**config.mk**
```make
export PLATFORM = sky130hd
export DESIGN_NAME = uart_rx_bank
export DESIGN_NICKNAME = d
export VERILOG_FILES = /design/src/uart_pkg.sv /design/src/baud_tick_gen.sv /design/src/uart_rx.sv /design/src/uart_rx_bank.sv /design/src/wb_rx_regs.sv
export VERILOG_INCLUDE_DIRS = /design/src /design/src/src
export SDC_FILE = /design/constraint.sdc
export NUM_CORES = 1
export LEC_CHECK = 0
export BUFFER_PORTS_ARGS = -buffer_cell sky130_fd_sc_hd__buf_2
export CORE_ASPECT_RATIO = 1.5
export CORE_MARGIN = 2
export CORE_UTILIZATION = 45
export CTS_CLUSTER_DIAMETER = 120
export DETAILED_ROUTE_END_ITERATION = 12
export SKIP_CTS_REPAIR_TIMING = 1
export SLEW_MARGIN = 5
export SYNTH_ARGS = -nofsm -noshare
export SYNTH_HDL_FRONTEND = slang
export SYNTH_SLANG_ARGS = --single-unit
```
**constraint.sdc**
```tcl
create_clock -name clk -period 2.13 [get_ports clk]
set_input_delay 0.426 -clock clk [delete_from_list [all_inputs] [get_ports clk]]
set_output_delay 0.426 -clock clk [all_outputs]
set_load 0.01 [all_outputs]
```
**src/uart_defs.svh**
```systemverilog
`ifndef UART_DEFS_SVH
`define UART_DEFS_SVH

// --------------------
// receiver bank size.
`define UART_NUM_CH 4

// frame format.
`define UART_DATA_W 8
`define UART_OVERSAMPLE 16

// --------------------
// register map, word addresses.
`define UART_REG_STATUS 0
// channel n sits at this address plus n.
`define UART_REG_DATA0 1

`endif

```
**src/uart_pkg.sv**
```systemverilog
`include "uart_defs.svh"

package uart_pkg;

    // one received character, frame_err in the top bit.
    typedef struct packed {
        logic                    frame_err;
        logic [`UART_DATA_W-1:0] data;
    } rx_frame_t;

    // --------------------
    // wishbone classic, master to slave.
    typedef struct packed {
        logic        cyc;
        logic        stb;
        logic        we;
        logic [3:0]  adr;
        logic [31:0] dat;
    } wb_req_t;

    // slave to master.
    typedef struct packed {
        logic        ack;
        logic [31:0] dat;
    } wb_rsp_t;

endpackage

```
**src/baud_tick_gen.sv**
```systemverilog
`timescale 1ns/1ns

module baud_tick_gen #(
    parameter int clks_per_tick = 4
) (
    input  logic clk,
    input  logic rst,
    output logic tick
);
    localparam int CNT_W = (clks_per_tick > 1) ? $clog2(clks_per_tick) : 1;
    localparam logic [CNT_W-1:0] RELOAD = CNT_W'(clks_per_tick - 1);

    logic [CNT_W-1:0] cnt;

    // down-counter, pulse on wrap.
    always_ff @(posedge clk) begin
        if (!rst) begin
            cnt  <= RELOAD;
            tick <= 1'b0;
        end else if (cnt == '0) begin
            cnt  <= RELOAD;
            tick <= 1'b1;
        end else begin
            cnt  <= cnt - 1'b1;
            tick <= 1'b0;
        end
    end

    tick_spacing: assert property (@(posedge clk) disable iff (!rst)
        ((clks_per_tick > 1) && tick) |=> !tick);

endmodule

```
**src/uart_rx.sv**
```systemverilog
`timescale 1ns/1ns
`include "uart_defs.svh"

module uart_rx (
    input  logic                clk,
    input  logic                rst,
    input  logic                tick,
    input  logic                rx,
    output uart_pkg::rx_frame_t frame,
    output logic                frame_valid
);
    localparam logic [3:0] MID_TICK  = 4'(`UART_OVERSAMPLE / 2 - 1);
    localparam logic [3:0] LAST_TICK = 4'(`UART_OVERSAMPLE - 1);
    localparam logic [2:0] LAST_BIT  = 3'(`UART_DATA_W - 1);

    typedef enum logic [1:0] {
        ST_IDLE,
        ST_START,
        ST_DATA,
        ST_STOP
    } rx_state_t;

    rx_state_t               state;
    logic                    rx_meta;
    logic                    rx_sync;
    logic                    armed;
    logic [3:0]              tick_cnt;
    logic [2:0]              bit_cnt;
    logic [`UART_DATA_W-1:0] shreg;

    // --------------------
    // two-flop synchronizer, idles high.
    always_ff @(posedge clk) begin
        if (!rst) begin
            rx_meta <= 1'b1;
            rx_sync <= 1'b1;
        end else begin
            rx_meta <= rx;
            rx_sync <= rx_meta;
        end
    end

    // --------------------
    // receive FSM, advances on tick only.
    always_ff @(posedge clk) begin
        if (!rst) begin
            state    <= ST_IDLE;
            armed    <= 1'b0;
            tick_cnt <= '0;
            bit_cnt  <= '0;
        end else if (tick) begin
            case (state)
                ST_IDLE: begin
                    tick_cnt <= '0;
                    if (rx_sync) begin
                        armed <= 1'b1;
                    end else if (armed) begin
                        state <= ST_START;
                    end
                end
                ST_START: begin
                    tick_cnt <= tick_cnt + 1'b1;
                    if (tick_cnt == MID_TICK) begin
                        tick_cnt <= '0;
                        bit_cnt  <= '0;
                        // line back high means a glitch.
                        state    <= rx_sync ? ST_IDLE : ST_DATA;
                    end
                end
                ST_DATA: begin
                    tick_cnt <= tick_cnt + 1'b1;
                    if (tick_cnt == LAST_TICK) begin
                        bit_cnt <= bit_cnt + 1'b1;
                        if (bit_cnt == LAST_BIT) begin
                            state <= ST_STOP;
                        end
                    end
                end
                ST_STOP: begin
                    tick_cnt <= tick_cnt + 1'b1;
                    if (tick_cnt == LAST_TICK) begin
                        state <= ST_IDLE;
                        // low stop bit, wait for a high sample first.
                        armed <= rx_sync;
                    end
                end
                default: begin
                    state <= ST_IDLE;
                end
            endcase
        end
    end

    // lsb arrives first.
    always_ff @(posedge clk) begin
        if (tick && (state == ST_DATA) && (tick_cnt == LAST_TICK)) begin
            shreg <= {rx_sync, shreg[`UART_DATA_W-1:1]};
        end
    end

    assign frame.data      = shreg;
    assign frame.frame_err = ~rx_sync;
    assign frame_valid     = tick && (state == ST_STOP) && (tick_cnt == LAST_TICK);

    valid_one_cycle: assert property (@(posedge clk) disable iff (!rst)
        frame_valid |=> !frame_valid);

endmodule

```
**src/uart_rx_bank.sv**
```systemverilog
`timescale 1ns/1ns
`include "uart_defs.svh"

module uart_rx_bank #(
    parameter int clks_per_tick = 4
) (
    input  logic                    clk,
    input  logic                    rst,
    input  logic [`UART_NUM_CH-1:0] rx,
    input  uart_pkg::wb_req_t       wb_req,
    output uart_pkg::wb_rsp_t       wb_rsp
);
    import uart_pkg::*;

    logic                    tick;
    rx_frame_t               frame [`UART_NUM_CH];
    logic [`UART_NUM_CH-1:0] frame_valid;

    // --------------------
    // shared oversample tick.
    baud_tick_gen #(
        .clks_per_tick(clks_per_tick)
    ) u_tick (
        .clk (clk),
        .rst (rst),
        .tick(tick)
    );

    // one receiver per serial line.
    generate
        for (genvar ch = 0; ch < `UART_NUM_CH; ch++) begin : ch_gen
            uart_rx u_rx (
                .clk        (clk),
                .rst        (rst),
                .tick       (tick),
                .rx         (rx[ch]),
                .frame      (frame[ch]),
                .frame_valid(frame_valid[ch])
            );
        end
    endgenerate

    // --------------------
    // register block on the bus.
    wb_rx_regs u_regs (
        .clk        (clk),
        .rst        (rst),
        .frame      (frame),
        .frame_valid(frame_valid),
        .wb_req     (wb_req),
        .wb_rsp     (wb_rsp)
    );

endmodule

```
**src/wb_rx_regs.sv**
```systemverilog
`timescale 1ns/1ns
`include "uart_defs.svh"

module wb_rx_regs (
    input  logic                    clk,
    input  logic                    rst,
    input  uart_pkg::rx_frame_t     frame [`UART_NUM_CH],
    input  logic [`UART_NUM_CH-1:0] frame_valid,
    input  uart_pkg::wb_req_t       wb_req,
    output uart_pkg::wb_rsp_t       wb_rsp
);
    import uart_pkg::*;

    localparam int NCH = `UART_NUM_CH;

    rx_frame_t      data_q [NCH];
    logic [NCH-1:0] valid;
    logic [NCH-1:0] overrun;
    logic [NCH-1:0] ferr;
    logic           req;
    logic           ack;
    logic           served;
    logic           status_hit;
    logic [NCH-1:0] data_hit;
    logic [NCH-1:0] rd_clr;
    logic           ovr_wr;
    logic [31:0]    rd_dat;

    // --------------------
    // bus handshake, one ack per strobe.
    assign req = wb_req.cyc && wb_req.stb;

    always_ff @(posedge clk) begin
        if (!rst) begin
            ack    <= 1'b0;
            served <= 1'b0;
        end else begin
            ack    <= req && !ack && !served;
            served <= req && (ack || served);
        end
    end

    // address decode.
    assign status_hit = (wb_req.adr == 4'(`UART_REG_STATUS));

    always_comb begin
        for (int n = 0; n < NCH; n++) begin
            data_hit[n] = (wb_req.adr == 4'(`UART_REG_DATA0 + n));
        end
    end

    // side effects land at the end of the ack cycle.
    assign rd_clr = (ack && !wb_req.we) ? (data_hit & valid) : '0;
    assign ovr_wr = ack && wb_req.we && status_hit;

    // --------------------
    // per-channel flags.
    always_ff @(posedge clk) begin
        if (!rst) begin
            valid   <= '0;
            overrun <= '0;
            ferr    <= '0;
        end else begin
            for (int n = 0; n < NCH; n++) begin
                if (ovr_wr && wb_req.dat[NCH + n]) begin
                    overrun[n] <= 1'b0;
                end
                if (frame_valid[n]) begin
                    valid[n] <= 1'b1;
                    ferr[n]  <= frame[n].frame_err;
                    // unread byte gets replaced.
                    if (valid[n] && !rd_clr[n]) begin
                        overrun[n] <= 1'b1;
                    end
                end else if (rd_clr[n]) begin
                    valid[n] <= 1'b0;
                    ferr[n]  <= 1'b0;
                end
            end
        end
    end

    always_ff @(posedge clk) begin
        for (int n = 0; n < NCH; n++) begin
            if (frame_valid[n]) begin
                data_q[n] <= frame[n];
            end
        end
    end

    // read mux, unmapped bits are zero.
    always_comb begin
        rd_dat = '0;
        if (status_hit) begin
            rd_dat[3*NCH-1:0] = {ferr, overrun, valid};
        end
        for (int n = 0; n < NCH; n++) begin
            if (data_hit[n]) begin
                rd_dat[`UART_DATA_W:0] = data_q[n];
            end
        end
    end

    assign wb_rsp.ack = ack;
    assign wb_rsp.dat = rd_dat;

    ack_single: assert property (@(posedge clk) disable iff (!rst)
        (ack && wb_req.stb) |=> !ack);

    ack_needs_cyc: assert property (@(posedge clk) disable iff (!rst)
        ack |-> wb_req.cyc);

endmodule

```
After elaboration in Yosys (flattened, before gate mapping)
Memory sizes are Yosys's and may differ from the RTL's.
Cells that the tools add are included.

word-level totals
  register bits = 97
  bits in writable memories = 36
  input port bits = 45
  output and inout bits = 33
  word-level logic and storage cells = 290
  memories kept = 1

cells by class
  $add $sub $neg = 9
  equality and inequality tests = 56
  multiplexer cells = 103
  bitwise operators = 6
  reduce and logical (&&, ||, !) cells = 74

memory list
  name           depth  width  rd ports  clocked after memory_dff  write ports  RTL line          source
  u_regs.data_q  4      9      4         0                         4            wb_rx_regs.sv:16  rx_frame_t data_q [NCH];

operators with widths
  kind                 number
  $mux 2               28
  $ne 2x1->1 const B   24
  $pmux 4 s3           4
  $mux 1               41
  $mux 9               4
  $pmux 2 s4           4
  $reduce_and 4->1     8
  $logic_and 1x1->1    31
  $reduce_and 7->1     4
  $mux 3               8
  $pmux 3 s2           4
  $reduce_bool 2->1    12
  $eq 4x3->1 const B   5
  $mux 4               5
  $add 4x1->4 const B  4
  $eq 2x2->1 const B   8
  $eq 4x4->1 const B   4
  $add 3x1->3 const B  4
  $eq 3x3->1 const B   4
  $mux 12              1
  $logic_not 2->1      5
  $reduce_or 2->1      5
  $eq 2x1->1 const B   4
  $eq 4x2->1 const B   2
  other kinds (9)      25

Longest topological paths before layout
  word-level depth = 7
  gate-level depth with buffers = 8
  depth with buffers taken out = 6

Hierarchy
Synthesis repeated with hierarchy kept, for this count alone.

second synthesis, totals
  cells, all modules = 524
  area total of the unflattened synthesis = 5778.0 µm²

modules (own cells, without submodules)
  module         instances  cells each  area each (µm²)  seq. area each (µm²)
  uart_rx        4          79          842.1            480.5
  wb_rx_regs     1          199         2308.5           1361.3
  baud_tick_gen  1          9           101.3            60.1

Worst setup path before layout
Ideal clock, no wire load.

  kind = in2out
  start point = input wb_req[33] (netlist bit)
  end point = output wb_rsp[0] (netlist bit)
  data arrival time = 1.308 ns
  required time = 1.704 ns
  slack = 0.396 ns
  stages on the path = 4
  path buffers = 1
  cell sequence = buf_2 > or4b_1 > nor2_1 > nor3_1

RTL lines
  item                RTL line            source
  start: declaration  uart_rx_bank.sv:10  input uart_pkg::wb_req_t wb_req,
  end: declaration    uart_rx_bank.sv:11  output uart_pkg::wb_rsp_t wb_rsp

==> impl_metrics.toml <==
[critical_path]
cpPeakStageDelay_ns = 0.48
slowest_stage = "mux4_2"
reg2reg_slack_ns = 0.29
regToRegEndpoint = "ch_gen[1].u_rx.bit_cnt[0]"
r2r_cells = 6
critPathMaxFanout = 1
path_cells = "mux4_2, a22o_1, buf_2"
cp.arrival_ns = 1.69
cp_top_family = "multiplexers"
cp-end-kind = "output port"
worstSetupPathType = "flop to output port"
critPathBufInv = 1
worst_setup_path_start_kind = "flop"
cp.required_ns = 1.70
r2r_start = "ch_gen[1].u_rx.state[0]"

[power_and_ir_drop]
switching_share = 0.235
peakVddDrop_v = 0.000515
p_leak_nw = 2.65
power_frac_comb = 0.036
clock_power_share = 0.498
p_int_mw = 4.42
p_seq_frac = 0.466
p_sw_mw = 1.35
p_per_area_mw_per_mm2 = 824

[logic_synthesis]
synth_edf_count = 68
synth_cell_types = 54
synth_top_cell_area_share = 0.330
yosysMostFrequentCell = "edfxtp_1"
synth_seq_cells = 133
synth_largest_area_cell = "edfxtp_1"
synth_area_per_cell_um2 = 11.5
synthTopCellsByCount = "edfxtp_1 (68), dfxtp_1 (65), nand2_1 (42), ha_1 (33), nand3_1 (30)"
yosys_warnings = 0
syn_area_mm2 = 0.00619
synthTopCellsByArea = "edfxtp_1 (33%), dfxtp_1 (21%), ha_1 (6.7%)"
syn_inst = 539
ys_seq_area_frac = 0.540
synthArstFlopShare = 0
synth_top_flop_cell = "edfxtp_1"

[placed_design]
port_buffers = 29
gp_congestion = 0.838
dpl.hpwl_um = 8760
place_inst = 714

[clock_network]
cts_inserted_buffers = 17
h-tree-depth = 4
clk_pin_slew_worst_paths_ns = 0.06
clock_path_buffers = 2
ctsRootBufferMaster = "clkbuf_16"
clk-insertion-delay-late_ns = 0.42
cts_tree = "done"
cts_sinks = 133

[hold_path]
min_path_cells = 2
min-delay-start = "rx[2]"
hold_end = "ch_gen[2].u_rx.rx_meta"
min_path_type = "input pin to flop"

[grt]
grt_max_degree = 25
antenna_found_initial = 0
grt_overflow = 0
grt_pass1_vias = 4055
grt.total_usage = 0.175
grt_pass1_wl_um = 20000

[die]
fp-row-count = 52
start_util = 0.460
die_area_mm2 = 0.0147
die_h_um = 148
die_w_um = 99.8
pin_count = 78
core_mm2 = 0.0135

[drt]
drc_errors = 0
route.antenna.remaining_nets = 0
drt_wl_total_um = 12100
vias = 4066
drt_iter0_drc = 216
wl_per_cell_um = 16.2
dr.pass1.iters = 4
drt-vias-per-instance = 5.45

[sta]
fin_crit_sh = 0.993
rsz0062_at_grt = "yes"
max_freq_ghz = 0.473
finalSetupViolCount = 0
finalHoldViolCount = 0
period_needed_ns = 2.12
finalMaxSlewViolations = 0
clock_skew_ns = 0.0113

[layout]
area_delta_synth_final_pct = 13.0
final_cells = 746
nNetsFinal = 649
diodes = 0
final_layout_size_suffix_gt1_frac = 0.159
final_util = 0.520

[status]
status = "complete, no violations"

[flow_run]
maxCapViolCount = 0
## power groups by stage
stage / clock [mW] / sequential [mW] / combinational [mW]
floorplan: 0 / 2.74 / 0.162
global placement: 0 / 2.75 / 0.202
detailed placement: 0 / 2.75 / 0.204
CTS: 2.94 / 2.69 / 0.204
global route: 3.05 / 2.69 / 0.230
finish: 2.87 / 2.69 / 0.206
## metal layers
metal | global-route usage | routed length [um] | vias up
li1 | - | - | 2013
met1 | 0.201 | 5000 | 1950
met2 | 0.307 | 6340 | 84
met3 | 0.0407 | 398 | 19
met4 | 0.0795 | 337 | 0
met5 | 0 | 0 | -
## stage by stage
step / hold slack (ns) / setup WS, ns / instance area [um2] / power, mW / setup TNS (ns)
after global routing: 0.178 / -0.0197 / 7000 / 5.97 / -0.0198
after detailed placement: 0.371 / 0.0529 / 6410 / 2.95 / 0
after global placement: 0.366 / 0.0627 / 6410 / 2.95 / 0
after CTS: 0.171 / -0.0362 / 6990 / 5.83 / -0.0362
final: 0.184 / 0.0139 / 7000 / 5.77 / 0
after floorplan: 0.358 / 0.396 / 6260 / 2.91 / 0
## cells in the final DEF (no fill, tap or decap), types with 4 or more instances in the layout
master / netlist / layout
nand2b_1: 19 / 19
buf_2: 11 / 28
clkbuf_16: 0 / 17
o211ai_1: 5 / 5
nand3b_1: 5 / 5
nand3_1: 30 / 30
nor3_1: 11 / 11
nand2_1: 42 / 42
inv_6: 0 / 5
nor2_1: 11 / 11
nor3b_1: 4 / 4
o31ai_1: 4 / 4
inv_1: 28 / 28
conb_1: 1 / 20
mux2i_1: 23 / 23
edfxtp_1: 68 / 68
a21oi_1: 12 / 12
mux4_2: 6 / 6
dfxtp_1: 65 / 65
a22o_1: 9 / 9
and4_1: 4 / 4
inv_8: 0 / 4
and2_1: 5 / 5
ha_1: 33 / 33
a221oi_1: 4 / 4
nand4_1: 13 / 13
and3_1: 9 / 9
o21ai_0: 18 / 18
nand4b_1: 6 / 6
a211oi_1: 4 / 4
nor2b_1: 8 / 8
buf_4: 22 / 13
## logic make-up after synthesis
family,count (synthesis),share of synthesized area
flip-flops,133,0.540
AO/OA/AOI/OAI,76,0.0832
other,1,0.000605
multiplexers,32,0.0644
AND/OR/NAND/NOR,186,0.178
adder cells (fa/ha/maj),33,0.0667
buffers and inverters,78,0.0677
## worst max-delay path by stage
stage | from | slack [ns] | cells past startpoint | endpoint
5_1_grt | u_regs.data_q[0][7] | -0.02 | 3 | wb_rsp[7]
3_3_place_gp | wb_req[32] | 0.06 | 6 | wb_rsp[6]
6_report | u_regs.data_q[0][7] | 0.01 | 3 | wb_rsp[7]
4_1_cts | u_regs.data_q[0][7] | -0.04 | 3 | wb_rsp[7]
2_1_floorplan | wb_req[33] | 0.40 | 4 | wb_rsp[0]
3_5_place_dp | wb_req[32] | 0.05 | 6 | wb_rsp[0]
## layout make-up
type | count | area [um2]
clock buffer | 17 | 425
fill | 1194 | 6470
sequential | 133 | 3340
multi-input combinational | 347 | 2510
clock inverter | 15 | 156
inverter | 29 | 109
tap | 162 | 203
timing repair buffer | 43 | 256
## worst register-to-register path: stages (launching register included)
cell	delay, ns
dfxtp_1	0.42
inv_1	0.11
ha_1	0.33
nand4bb_1	0.23
o211ai_1	0.16
and3_1	0.31
mux2i_1	0.20
## state kept, by name (all words and copies together), names as in the netlist, 4 cells and up, named ones only
name and cells:
u_regs.data_q 36, ch_gen.u_rx.shreg 32, ch_gen.u_rx.tick_cnt 16, ch_gen.u_rx.bit_cnt 12
ch_gen.u_rx.armed 4, ch_gen.u_rx.rx_meta 4, ch_gen.u_rx.rx_sync 4, ch_gen.u_rx.state 4
u_regs.ferr 4, u_regs.overrun 4, u_regs.valid 4
Note: power is estimated with default switching activity, not from simulation.
